File: src/hdl/rasterCmd_config.svh
// Rasterizer command parser configuration
// Word width, opcode values, header field sizes and register indices
`ifndef RASTERCMD_CONFIG_SVH
`define RASTERCMD_CONFIG_SVH

`define CMD_WIDTH 32

`define OP_POS  28
`define OP_SIZE 4

`define OP_NOP           4'd0
`define OP_TRIANGLE      4'd1
`define OP_TEXTURE       4'd2
`define OP_FOG_LUT       4'd3
`define OP_RENDER_CONFIG 4'd4
`define OP_FRAMEBUFFER   4'd5

// Header field widths
`define TRI_COUNT_SIZE  18
`define TEX_FORMAT_SIZE 5
`define TEX_SIZE_SIZE   5
`define CFG_INDEX_SIZE  4

`define CFG_REG_COUNT 14
`define FOG_LUT_WORDS 33

`define CFG_IDX_FEATURE_ENABLE     0
`define CFG_IDX_FRAGMENT_PIPE      1
`define CFG_IDX_FOG_COLOR          2
`define CFG_IDX_TMU0_TEX_ENV       3
`define CFG_IDX_TMU0_TEX_CONFIG    4
`define CFG_IDX_TMU0_TEX_ENV_COLOR 5
`define CFG_IDX_TMU1_TEX_ENV       6
`define CFG_IDX_TMU1_TEX_CONFIG    7
`define CFG_IDX_TMU1_TEX_ENV_COLOR 8
`define CFG_IDX_SCISSOR_START      9
`define CFG_IDX_SCISSOR_END        10
`define CFG_IDX_Y_OFFSET           11
`define CFG_IDX_CLEAR_COLOR        12
`define CFG_IDX_CLEAR_DEPTH        13

`endif

File: src/hdl/rasterCmdPkg.sv
// Rasterizer command parser types
// Header word layouts, stream beats, buffer commands and render configuration
`include "rasterCmd_config.svh"

package rasterCmdPkg;

    // One view of the header word per opcode
    typedef union packed {
        struct packed {
            logic [`OP_SIZE-1:0]                   opcode;
            logic [`OP_POS-`TRI_COUNT_SIZE-1:0]    pad;
            logic [`TRI_COUNT_SIZE-1:0]            byteCount;
        } triangle;
        struct packed {
            logic [`OP_SIZE-1:0]                   opcode;
            logic [`OP_POS-1-`TEX_FORMAT_SIZE-`TEX_SIZE_SIZE-1:0] pad;
            logic                                  tmuNr;
            logic [`TEX_FORMAT_SIZE-1:0]           pixelFormat;
            logic [`TEX_SIZE_SIZE-1:0]             sizeLog2;
        } texture;
        struct packed {
            logic [`OP_SIZE-1:0]                   opcode;
            logic [`OP_POS-`CFG_INDEX_SIZE-1:0]    pad;
            logic [`CFG_INDEX_SIZE-1:0]            index;
        } renderConfig;
        struct packed {
            logic [`OP_SIZE-1:0]                   opcode;
            logic [`OP_POS-4-1:0]                  pad;
            logic                                  commit;
            logic                                  memset;
            logic                                  selColor;
            logic                                  selDepth;
        } framebuffer;
        struct packed {
            logic [`OP_SIZE-1:0]                   opcode;
            logic [`OP_POS-1:0]                    payload;
        } raw;
    } cmdHeader_u;

    typedef struct packed {
        logic [`CMD_WIDTH-1:0] data;
        logic                  last;
    } streamBeat_t;

    typedef struct packed {
        logic selColor;
        logic selDepth;
        logic commit;
        logic memset;
    } bufferCmd_t;

    typedef struct packed {
        logic [`CMD_WIDTH-1:0] featureEnable;
        logic [`CMD_WIDTH-1:0] fragmentPipe;
        logic [`CMD_WIDTH-1:0] fogColor;
        logic [`CMD_WIDTH-1:0] tmu0TexEnv;
        logic [`CMD_WIDTH-1:0] tmu0TexConfig;
        logic [`CMD_WIDTH-1:0] tmu0TexEnvColor;
        logic [`CMD_WIDTH-1:0] tmu1TexEnv;
        logic [`CMD_WIDTH-1:0] tmu1TexConfig;
        logic [`CMD_WIDTH-1:0] tmu1TexEnvColor;
        logic [`CMD_WIDTH-1:0] scissorStart;
        logic [`CMD_WIDTH-1:0] scissorEnd;
        logic [`CMD_WIDTH-1:0] yOffset;
        logic [`CMD_WIDTH-1:0] clearColor;
        logic [`CMD_WIDTH-1:0] clearDepth;
    } renderConfig_t;

endpackage

File: src/hdl/commandDecoder.sv
// Command stream decoder
// Reads header words, forwards payload to the triangle, texture and fog
// streams, and issues config writes, render starts and buffer requests
`timescale 1ns/1ns
`include "rasterCmd_config.svh"

module commandDecoder
(
    input  logic                           aclk,
    input  logic                           resetn,
    input  logic                           cmdValid,
    output logic                           cmdReady,
    input  logic [`CMD_WIDTH-1:0]          cmdData,
    output logic                           triValid,
    input  logic                           triReady,
    output rasterCmdPkg::streamBeat_t      triBeat,
    output logic                           tex0Valid,
    input  logic                           tex0Ready,
    output rasterCmdPkg::streamBeat_t      tex0Beat,
    output logic                           tex1Valid,
    input  logic                           tex1Ready,
    output rasterCmdPkg::streamBeat_t      tex1Beat,
    output logic                           fogValid,
    input  logic                           fogReady,
    output rasterCmdPkg::streamBeat_t      fogBeat,
    input  logic                           rasterizerRunning,
    input  logic                           pixelInPipeline,
    output logic                           startRendering,
    output logic                           cfgWrite,
    output logic [`CFG_INDEX_SIZE-1:0]     cfgIndex,
    output logic [`CMD_WIDTH-1:0]          cfgData,
    output logic                           bufReq,
    output rasterCmdPkg::bufferCmd_t       bufferCmd,
    input  logic                           bufBusy,
    output logic [`TEX_FORMAT_SIZE-1:0]    tex0Format,
    output logic [`TEX_FORMAT_SIZE-1:0]    tex1Format
);
    typedef enum logic [2:0] {sIdle, sHeader, sStream, sConfig, sDrain} state_t;

    localparam logic [1:0] DestTri  = 2'd0;
    localparam logic [1:0] DestTex0 = 2'd1;
    localparam logic [1:0] DestTex1 = 2'd2;
    localparam logic [1:0] DestFog  = 2'd3;

    state_t                    state;
    rasterCmdPkg::cmdHeader_u  header;
    rasterCmdPkg::streamBeat_t outBeat [4];
    logic [3:0]                outValid;
    logic [3:0]                outReady;
    logic [1:0]                dest;
    logic [1:0]                headerDest;
    logic [29:0]               wordsLeft;
    logic [29:0]               headerWords;
    logic [31:0]               texBytes;
    logic                      canStart;
    logic                      headerAccept;
    logic                      beatAccept;
    logic                      lastBeat;

    assign header   = cmdData;
    assign texBytes = 32'd1 << header.texture.sizeLog2;
    assign outReady = {fogReady, tex1Ready, tex0Ready, triReady};

    // Everything downstream must be quiet before the next header
    assign canStart = (state == sIdle) && !startRendering && !rasterizerRunning
                      && !pixelInPipeline && !bufBusy && (outValid == 4'b0);

    always_comb
    begin
        case (state)
            sHeader, sConfig: cmdReady = 1'b1;
            sStream:          cmdReady = !outValid[dest] || outReady[dest];
            default:          cmdReady = 1'b0;
        endcase
    end

    assign headerAccept = (state == sHeader) && cmdValid;
    assign beatAccept   = (state == sStream) && cmdValid && cmdReady;
    assign lastBeat     = (wordsLeft == 30'd1);

    // Payload length in words and target stream for this header
    always_comb
    begin
        headerDest = DestTri;
        case (header.raw.opcode)
            `OP_TRIANGLE:
                headerWords = 30'(header.triangle.byteCount[`TRI_COUNT_SIZE-1:2]);
            `OP_TEXTURE:
            begin
                headerWords = texBytes[31:2];
                headerDest  = header.texture.tmuNr ? DestTex1 : DestTex0;
            end
            `OP_FOG_LUT:
            begin
                headerWords = 30'(`FOG_LUT_WORDS);
                headerDest  = DestFog;
            end
            default:
                headerWords = '0;
        endcase
    end

    assign bufReq             = headerAccept && (header.raw.opcode == `OP_FRAMEBUFFER);
    assign bufferCmd.selColor = header.framebuffer.selColor;
    assign bufferCmd.selDepth = header.framebuffer.selDepth;
    assign bufferCmd.commit   = header.framebuffer.commit;
    assign bufferCmd.memset   = header.framebuffer.memset;

    assign cfgWrite = (state == sConfig) && cmdValid;
    assign cfgData  = cmdData;

    always_ff @(posedge aclk)
    begin
        if (!resetn)
        begin
            state          <= sIdle;
            startRendering <= 1'b0;
            tex0Format     <= '0;
            tex1Format     <= '0;
        end
        else
        begin
            if (startRendering && rasterizerRunning)
                startRendering <= 1'b0;
            case (state)
                sIdle:
                    if (canStart)
                        state <= sHeader;
                sHeader:
                    if (cmdValid)
                    begin
                        case (header.raw.opcode)
                            `OP_TRIANGLE, `OP_FOG_LUT:
                                state <= (headerWords != '0) ? sStream : sIdle;
                            `OP_TEXTURE:
                            begin
                                if (header.texture.tmuNr)
                                    tex1Format <= header.texture.pixelFormat;
                                else
                                    tex0Format <= header.texture.pixelFormat;
                                state <= (headerWords != '0) ? sStream : sIdle;
                            end
                            `OP_RENDER_CONFIG:
                                state <= sConfig;
                            default:
                                state <= sIdle;
                        endcase
                    end
                sStream:
                    if (beatAccept && lastBeat)
                    begin
                        state <= sDrain;
                        if (dest == DestTri)
                            startRendering <= 1'b1;
                    end
                sConfig:
                    if (cmdValid)
                        state <= sIdle;
                sDrain:
                    if (!outValid[dest])
                        state <= sIdle;
                default:
                    state <= sIdle;
            endcase
        end
    end

    // One output register per stream
    always_ff @(posedge aclk)
    begin
        for (int i = 0; i < 4; i++)
        begin
            if (!resetn)
                outValid[i] <= 1'b0;
            else if (beatAccept && dest == 2'(i))
                outValid[i] <= 1'b1;
            else if (outReady[i])
                outValid[i] <= 1'b0;
        end
    end

    always_ff @(posedge aclk)
    begin
        if (beatAccept)
        begin
            outBeat[dest].data <= cmdData;
            outBeat[dest].last <= lastBeat;
        end
        if (headerAccept)
        begin
            dest      <= headerDest;
            wordsLeft <= headerWords;
            cfgIndex  <= header.renderConfig.index;
        end
        else if (beatAccept)
            wordsLeft <= wordsLeft - 30'd1;
    end

    assign triValid  = outValid[DestTri];
    assign triBeat   = outBeat[DestTri];
    assign tex0Valid = outValid[DestTex0];
    assign tex0Beat  = outBeat[DestTex0];
    assign tex1Valid = outValid[DestTex1];
    assign tex1Beat  = outBeat[DestTex1];
    assign fogValid  = outValid[DestFog];
    assign fogBeat   = outBeat[DestFog];

endmodule

File: src/hdl/renderConfigRegs.sv
// Render configuration register file
// Fourteen words written by index, presented as one struct
`timescale 1ns/1ns
`include "rasterCmd_config.svh"

module renderConfigRegs
(
    input  logic                          aclk,
    input  logic                          resetn,
    input  logic                          cfgWrite,
    input  logic [`CFG_INDEX_SIZE-1:0]    cfgIndex,
    input  logic [`CMD_WIDTH-1:0]         cfgData,
    output rasterCmdPkg::renderConfig_t   renderConfig
);
    logic [`CMD_WIDTH-1:0] regs [`CFG_REG_COUNT];

    always_ff @(posedge aclk)
    begin
        if (!resetn)
        begin
            for (int i = 0; i < `CFG_REG_COUNT; i++)
                regs[i] <= '0;
        end
        // Out of range indices are dropped
        else if (cfgWrite && cfgIndex < `CFG_REG_COUNT)
            regs[cfgIndex] <= cfgData;
    end

    assign renderConfig.featureEnable   = regs[`CFG_IDX_FEATURE_ENABLE];
    assign renderConfig.fragmentPipe    = regs[`CFG_IDX_FRAGMENT_PIPE];
    assign renderConfig.fogColor        = regs[`CFG_IDX_FOG_COLOR];
    assign renderConfig.tmu0TexEnv      = regs[`CFG_IDX_TMU0_TEX_ENV];
    assign renderConfig.tmu0TexConfig   = regs[`CFG_IDX_TMU0_TEX_CONFIG];
    assign renderConfig.tmu0TexEnvColor = regs[`CFG_IDX_TMU0_TEX_ENV_COLOR];
    assign renderConfig.tmu1TexEnv      = regs[`CFG_IDX_TMU1_TEX_ENV];
    assign renderConfig.tmu1TexConfig   = regs[`CFG_IDX_TMU1_TEX_CONFIG];
    assign renderConfig.tmu1TexEnvColor = regs[`CFG_IDX_TMU1_TEX_ENV_COLOR];
    assign renderConfig.scissorStart    = regs[`CFG_IDX_SCISSOR_START];
    assign renderConfig.scissorEnd      = regs[`CFG_IDX_SCISSOR_END];
    assign renderConfig.yOffset         = regs[`CFG_IDX_Y_OFFSET];
    assign renderConfig.clearColor      = regs[`CFG_IDX_CLEAR_COLOR];
    assign renderConfig.clearDepth      = regs[`CFG_IDX_CLEAR_DEPTH];

endmodule

File: src/hdl/bufferApplyControl.sv
// Buffer apply controller
// Four-phase req/ack sequencer toward the color and depth buffers
`timescale 1ns/1ns

module bufferApplyControl
(
    input  logic                     aclk,
    input  logic                     resetn,
    input  logic                     bufReq,
    input  rasterCmdPkg::bufferCmd_t bufferCmd,
    output logic                     bufBusy,
    output logic                     colorReq,
    input  logic                     colorAck,
    output logic [1:0]               colorCmd,
    output logic                     depthReq,
    input  logic                     depthAck,
    output logic [1:0]               depthCmd
);
    typedef enum logic [1:0] {sIdle, sAwaitHigh, sAwaitLow} state_t;

    state_t                   state;
    rasterCmdPkg::bufferCmd_t cmd;
    logic                     acksHigh;
    logic                     acksLow;

    // Unselected buffers count as done in both phases
    assign acksHigh = (!cmd.selColor || colorAck) && (!cmd.selDepth || depthAck);
    assign acksLow  = (!cmd.selColor || !colorAck) && (!cmd.selDepth || !depthAck);

    always_ff @(posedge aclk)
    begin
        if (!resetn)
        begin
            state    <= sIdle;
            colorReq <= 1'b0;
            depthReq <= 1'b0;
        end
        else
        begin
            case (state)
                sIdle:
                    if (bufReq)
                    begin
                        colorReq <= bufferCmd.selColor;
                        depthReq <= bufferCmd.selDepth;
                        state    <= (bufferCmd.selColor || bufferCmd.selDepth)
                                    ? sAwaitHigh : sAwaitLow;
                    end
                sAwaitHigh:
                    if (acksHigh)
                    begin
                        colorReq <= 1'b0;
                        depthReq <= 1'b0;
                        state    <= sAwaitLow;
                    end
                sAwaitLow:
                    if (acksLow)
                        state <= sIdle;
                default:
                    state <= sIdle;
            endcase
        end
    end

    always_ff @(posedge aclk)
    begin
        if (state == sIdle && bufReq)
            cmd <= bufferCmd;
    end

    assign bufBusy  = (state != sIdle);
    assign colorCmd = {cmd.commit, cmd.memset};
    assign depthCmd = {cmd.commit, cmd.memset};

endmodule

File: src/hdl/rasterCmdTop.sv
// Rasterizer command parser top level
// Decoder, render configuration registers and buffer apply controller
`timescale 1ns/1ns

module rasterCmdTop
(
    input  logic                          aclk,
    input  logic                          resetn,
    input  logic                          cmdValid,
    output logic                          cmdReady,
    input  logic [31:0]                   cmdData,
    output logic                          triValid,
    input  logic                          triReady,
    output rasterCmdPkg::streamBeat_t     triBeat,
    output logic                          tex0Valid,
    input  logic                          tex0Ready,
    output rasterCmdPkg::streamBeat_t     tex0Beat,
    output logic                          tex1Valid,
    input  logic                          tex1Ready,
    output rasterCmdPkg::streamBeat_t     tex1Beat,
    output logic                          fogValid,
    input  logic                          fogReady,
    output rasterCmdPkg::streamBeat_t     fogBeat,
    input  logic                          rasterizerRunning,
    input  logic                          pixelInPipeline,
    output logic                          startRendering,
    output rasterCmdPkg::renderConfig_t   renderConfig,
    output logic [4:0]                    tex0Format,
    output logic [4:0]                    tex1Format,
    output logic                          colorReq,
    input  logic                          colorAck,
    output logic [1:0]                    colorCmd,
    output logic                          depthReq,
    input  logic                          depthAck,
    output logic [1:0]                    depthCmd
);
    logic                     cfgWrite;
    logic [3:0]               cfgIndex;
    logic [31:0]              cfgData;
    logic                     bufReq;
    logic                     bufBusy;
    rasterCmdPkg::bufferCmd_t bufferCmd;

    commandDecoder decoder
    (
        .aclk, .resetn,
        .cmdValid, .cmdReady, .cmdData,
        .triValid, .triReady, .triBeat,
        .tex0Valid, .tex0Ready, .tex0Beat,
        .tex1Valid, .tex1Ready, .tex1Beat,
        .fogValid, .fogReady, .fogBeat,
        .rasterizerRunning, .pixelInPipeline, .startRendering,
        .cfgWrite, .cfgIndex, .cfgData,
        .bufReq, .bufferCmd, .bufBusy,
        .tex0Format, .tex1Format
    );

    renderConfigRegs configRegs
    (
        .aclk, .resetn,
        .cfgWrite, .cfgIndex, .cfgData,
        .renderConfig
    );

    bufferApplyControl bufferControl
    (
        .aclk, .resetn,
        .bufReq, .bufferCmd, .bufBusy,
        .colorReq, .colorAck, .colorCmd,
        .depthReq, .depthAck, .depthCmd
    );

endmodule

File: config.mk
export PLATFORM = sky130hd
export DESIGN_NAME = rasterCmdTop
export DESIGN_NICKNAME = d
export VERILOG_FILES = /design/src/hdl/rasterCmdPkg.sv /design/src/hdl/commandDecoder.sv /design/src/hdl/renderConfigRegs.sv /design/src/hdl/bufferApplyControl.sv /design/src/hdl/rasterCmdTop.sv
export VERILOG_INCLUDE_DIRS = /design/src /design/src/hdl
export SDC_FILE = /design/constraint.sdc
export NUM_CORES = 1
export LEC_CHECK = 0
export ABC_AREA = 1
export BUFFER_PORTS_ARGS = -buffer_cell sky130_fd_sc_hd__buf_4
export CAP_MARGIN = 10
export CORE_AREA = 2 2 314 238
export CTS_BUF_LIST = sky130_fd_sc_hd__clkbuf_4 sky130_fd_sc_hd__clkbuf_8
export DETAILED_ROUTE_END_ITERATION = 6
export DIE_AREA = 0 0 316 240
export HOLD_SLACK_MARGIN = 0.02
export SLEW_MARGIN = 10
export SYNTH_ARGS = -nofsm -noshare
export SYNTH_HDL_FRONTEND = slang
export SYNTH_SLANG_ARGS = --single-unit
File: constraint.sdc
create_clock -name aclk -period 4.05 [get_ports aclk]
set_input_delay 0 -clock aclk [delete_from_list [all_inputs] [get_ports aclk]]
set_output_delay 0 -clock aclk [all_outputs]
set_load 0.03 [all_outputs]
# ---- After elaboration in Yosys (flattened, before gate mapping)
# Memory sizes are Yosys's and may differ from the RTL's.
# Cells that the tools add are included.
dict set report totals {
  ff_bits 62
  mem_bits_rw 580
  inputBits 43
  output_inout_bits 602
  wordCells 152
  mem_count 2
}
dict set report op_classes {
  addsub 1
  order_cmp 2
  n_eq_ne 23
  shifts 1
  mux 49
  n_bitwise 1
  n_reduce_logical 55
}
# name words width rd rd_clocked_by_memory_dff wr line
set mem_list {}
lappend mem_list {configRegs.regs 14 32 14 0 14 renderConfigRegs.sv:15} ;# logic [`CMD_WIDTH-1:0] regs [`CFG_REG_COUNT];
lappend mem_list {decoder.outBeat 4 33 4 0 1 commandDecoder.sv:47} ;# rasterCmdPkg::streamBeat_t outBeat [4];
# operator count
set op_table {}
lappend op_table {{30-bit case mux with 3 select lines} 1}
lappend op_table {{30-bit 2-to-1 mux} 2}
lappend op_table {{32-bit 2-to-1 mux} 1}
lappend op_table {{32-bit OR reduction} 1}
lappend op_table {{1-bit by 5-bit left shift with 32-bit output, first input constant} 1}
lappend op_table {{30-bit by 1-bit == test with 1-bit output, second input constant} 1}
lappend op_table {{30-bit nonzero test} 1}
lappend op_table {{30-bit by 1-bit subtractor with 30-bit output, second input constant} 1}
lappend op_table {{1-bit 2-to-1 mux} 24}
lappend op_table {{1-bit logical AND} 20}
lappend op_table {{3-bit 2-to-1 mux} 5}
lappend op_table {{3-bit case mux with 5 select lines} 1}
lappend op_table {{2-bit nonzero test} 7}
lappend op_table {{2-bit 2-to-1 mux} 6}
lappend op_table {{1-bit logical NOT} 9}
lappend op_table {{4-bit by 2-bit == test with 1-bit output, second input constant} 2}
lappend op_table {{4-bit by 3-bit == test with 1-bit output, second input constant} 2}
lappend op_table {{2-bit by 1-bit != test with 1-bit output, second input constant} 4}
lappend op_table {{2-bit != test, second input constant} 4}
lappend op_table {{4-bit AND reduction} 2}
lappend op_table {{2-bit == test, second input constant} 3}
lappend op_table {{3-bit by 2-bit == test with 1-bit output, second input constant} 2}
lappend op_table {{1-bit logical OR} 6}
lappend op_table {{1-bit case mux with 2 select lines} 3}
lappend op_table {{other kinds (19)} 23}

# ---- Depth between registers and ports, before layout
dict set report depth {
  ltp_word 9
  ltp_mapped 13
  mapped_depth_nobuf 12
}

# ---- Modules after synthesis
# Synthesis repeated with hierarchy kept, for this count alone.
dict set report unflattened {
  cells_unflattened 1824
  hier_area_um2 24552.3
}
# mod instances cells_per_inst area_each_um2 seq_area_each_um2
set modules_own_cells {}
lappend modules_own_cells {renderConfigRegs 1 1065 16200.5 13452.9}
lappend modules_own_cells {commandDecoder 1 713 7970.1 5405.2}
lappend modules_own_cells {bufferApplyControl 1 46 381.6 200.2}

# ---- Least setup slack after synthesis
# Ideal clock, no wire load.
dict set report synth_path {
  kind {register -> register}
  start {reg decoder.state[0]}
  end {mem configRegs.regs[10][0] in the netlist's numbering, enable pin}
  setup_ps 389
  arrival_ps 2113
  required_ps 3661
  path_slack_ps 1547
  path_stages_with_launch 10
  path_buffers 1
  synth_period_minus_slack_ps 2503
  cell_sequence {dfxtp_1 inv_1 nor2_4 inv_2 nor4_1 nand2_1 nor3_2 nand2_1 buf_6 nand2_1}
}
# item line
set synth_lines {}
lappend synth_lines {{start: declaration} commandDecoder.sv:45} ;# state_t state;
lappend synth_lines {{start signal: assignment} commandDecoder.sv:116} ;# state <= sIdle;
lappend synth_lines {{start signal: assignment} commandDecoder.sv:128} ;# state <= sHeader;
lappend synth_lines {{start signal: assignment} commandDecoder.sv:134} ;# state <= (headerWords != '0) ? sStream : sIdle;
lappend synth_lines {{end: declaration} renderConfigRegs.sv:15}

==> impl_metrics.csv <==
group,metric,value,unit
run_status,outcome,"finished, final reports clean",
critical_path,r2r_end,"configRegs.regs[2][18]",
cts,clkLatencyLatePin,720,ps
critical_path,cp-end-kind,"register",
final_layout,area_growth,35.4,%
global_route,overflow,0,
final_layout,utilization,44.3,%
hold_path,hold_class,"in2reg",
synthesis,syn_area,23800,µm²
critical_path,critPathMaxStageDelay,700,ps
critical_path,critical_path.cell_chain,"dlygate4sd3_1 -> buf_4 -> inv_1 -> nor4_1 -> nand2_1 -> nor3_2 -> nand2_2 -> buf_4 -> nand2_2",
place,dpl-instance-area,29600,µm²
drt,ant_nets,0,
final_layout,drive_gt1_share,33.9,%
critical_path,reg2regPathDepth,9,
cts,clock-sinks,642,
place,port_buffers,644,
drt,vias,17000,
cts,clockBufferDepth,3,
power_and_ir_drop,total_power,0.0141,W
sta,slew_headroom,32.2,%
critical_path,start_kind,"input port",
critical_path,reg2reg_from,"decoder.state[0]",
critical_path,crit_family,"simple AND/OR/NAND/NOR gates",
final_layout,num-nets-final,2544,
hold_path,hp-start,"cmdData[16]",
synthesis,yosys_warnings,0,
critical_path,cp.arrival,3440,ps
floorplan,die_w,316,µm
critical_path,required,4370,ps
job,maxCapViolCount,0,
sta,rsz0062_at_grt,"false",
synthesis,synth-seq-cells,642,
critical_path,crit_type,"in2reg",
sta,drv_slew,0,
critical_path,cp_slowest_cell,"nand2_2",
drt,wl_per_cell,23.2,µm
floorplan,io_pins,645,
final_layout,antenna_cells,0,
sta,fin_crit,3120,ps
floorplan,die_y,240,µm
drt,drt_first_pass_iters,5,
sta,finalSetupTns,0,ps
global_route,grt_pass1_vias,16100,
sta,final-setup-viol-count,0,
cts,path_clk_slew,60,ps
drt,post_drt_via_cell_ratio,4.80,
global_route,grt_use_total,20.8,%
sta,skew,45.3,ps
synthesis,syn_avg_cell_area,13.7,µm²
critical_path,critPathBufInv,4,
power_and_ir_drop,powerDensity,438,nW/µm²
hold_path,worstHoldEndpoint,"decoder.outBeat[1][17]",
global_route,antenna_found_initial,3,
critical_path,rrSetupSlack,1000,ps
floorplan,rows,86,
place,dp_hpwl,57200,µm
drt,drcViolationCount,0,
place,gp_congestion,0.876,
sta,finalCritPeriodShare,77.0,%
place,pre_cts_ws,906,ps
cts,cts_tree,"done",
cts,root_buffer,"clkbuf_8",
drt,first_iter_violations,1695,
cts,cts_buffers,101,
synthesis,ys_seq_area_share,80.1,%
floorplan,core,72800,µm²
sta,hold_viol,0,
final_layout,fillers,6624,
hold_path,worstHoldPathCells,2,
final_layout,fin_area,32200,µm²
global_route,grt_pass1_wl,112000,µm
power_and_ir_drop,leakage,13.4,nW
floorplan,start_util,32.7,%
drt,wirelength,82200,µm
global_route,grt_max_degree,43,
synthesis,syn-num-nets,1784,
synthesis,synthCells,1739,
sta,fmax,320,MHz
sta,worstMarginPinSlew,1010,ps
power_and_ir_drop,peakVddDrop,0.000186,V
synthesis,synth_cell_types,35,
critical_path,cp_max_fo,33,
floorplan,die_area,75800,µm²
cts,h-tree-depth,3,
sta,setup_ws,930,ps
[cell families (layout without fill, tap and decap cells)]
group	after synthesis	in the layout	synth area share [%]
buffers and inverters	194	1026	3.99
and+or+nand+nor	802	802	13.3
adders and majority gates	2	2	0.105
DFF	642	642	80.1
AOI/OAI and AO/OA	82	82	1.87
xor gates and xnor gates	17	17	0.625
[synth_stat cells, drive strengths merged]
cell type / n / share of area [%]
clkinv: 9 / 0.14
nand2: 150 / 2.4
nand3b: 1 / 0.032
nand3: 38 / 0.80
nor2: 571 / 9.0
nand4: 14 / 0.37
ha: 2 / 0.11
a31oi: 6 / 0.16
inv: 87 / 1.4
clkbuf: 50 / 0.79
xnor2: 4 / 0.15
dfxtp: 22 / 1.8
a22oi: 2 / 0.063
buf: 48 / 1.7
or2: 7 / 0.18
a32oi: 1 / 0.037
o31ai: 1 / 0.032
a21oi: 25 / 0.53
nor3: 20 / 0.53
o21bai: 1 / 0.032
a22o: 1 / 0.037
edfxtp: 620 / 78
o21ai: 42 / 0.88
nor4: 1 / 0.026
o22ai: 1 / 0.026
xor2: 13 / 0.48
a21boi: 2 / 0.079
[cell type report]
class / count / area [µm²] / share of cell area, %
clock buffer: 129 / 1610 / 5.00
clock inverter: 46 / 313 / 0.970
inverter: 96 / 360 / 1.12
multi-input combinational: 903 / 3840 / 11.9
sequential: 642 / 19100 / 59.1
tap: 968 / 1210 / 3.76
timing repair buffer: 755 / 5840 / 18.1
[state kept, by name, indices dropped and copies added (netlist names)]
| register | cells |
|---|---|
| bufferControl.cmd | 2 |
| decoder.state | 3 |
| decoder.cfgIndex | 4 |
| decoder.startRendering | 1 |
| decoder.wordsLeft | 30 |
| decoder.outValid | 4 |
| decoder.outBeat | 132 |
| decoder.tex0Format | 5 |
| decoder.tex1Format | 5 |
| bufferControl.state | 2 |
| decoder.dest | 2 |
| bufferControl.colorReq | 1 |
| bufferControl.depthReq | 1 |
| bufferControl.colorCmd | 2 |
| configRegs.regs | 448 |
[placed cells by master, fill, tap and decap left out, drive strengths merged, types with 2 or more instances in the layout]
master | Yosys | layout
a21boi | 2 | 2
a21oi | 25 | 25
a22oi | 2 | 2
a31oi | 6 | 6
buf | 48 | 685
bufinv | 0 | 2
clkbuf | 50 | 129
clkinv | 9 | 44
clkinvlp | 0 | 6
dfxtp | 22 | 22
dlygate4sd3 | 0 | 70
edfxtp | 620 | 620
ha | 2 | 2
inv | 87 | 90
nand2 | 150 | 150
nand3 | 38 | 38
nand4 | 14 | 14
nor2 | 571 | 571
nor3 | 20 | 20
o21ai | 42 | 42
or2 | 7 | 7
xnor2 | 4 | 4
xor2 | 13 | 13
[through the flow]
stage          hold slack [ps]  cells
6_report                  86.5   3539
5_1_grt                   34.4   3539
4_1_cts                   20.8   3539
3_5_place_dp               212   3294
3_3_place_gp               211   3294
2_1_floorplan             98.9   1739
[worst reg2reg max path: stages (launching register included)]
cell,delay (ps)
dfxtp_1,350
inv_1,90
nor2_4,130
inv_2,70
nor4_1,390
nand2_1,230
nor3_2,350
nand2_2,60
buf_4,270
nand2_2,700
[layer usage]
layer,wire [µm],global-route usage [%],share of wire (%)
met4,2790,7.53,3.4
met2,38500,32.7,47
met1,34200,27.9,42
met3,6810,5.10,8.3
met5,0,0,0
[power by group]
group	switching, W	total [W]	internal (W)	leakage (nW)
clock network	0.00260	0.00535	0.00275	0.999
logic	0.000869	0.00120	0.000336	6.06
registers	0.0000898	0.00755	0.00746	6.36
total	0.00356	0.0141	0.0105	13.4
[what timing repair did]
item / 4_1_cts / 5_1_grt
endpoints found under the hold margin: 402 / 0
buffers inserted: 0 / 0
gates resized for setup: 0 / 0
hold buffers: 70 / 0
[worst max path at each step]
stage	cells past startpoint	endpoint	startpoint	slack [ps]
floorplan	9	configRegs.regs[10][0]	decoder.state[0]	1550
global placement	8	configRegs.regs[2][19]	resetn	890
detailed placement	8	configRegs.regs[2][25]	resetn	910
CTS	9	configRegs.regs[2][18]	decoder.state[0]	980
global route	9	configRegs.regs[2][20]	decoder.state[0]	790
finish	9	configRegs.regs[2][18]	resetn	930
Note: power is estimated with default switching activity, not from simulation.
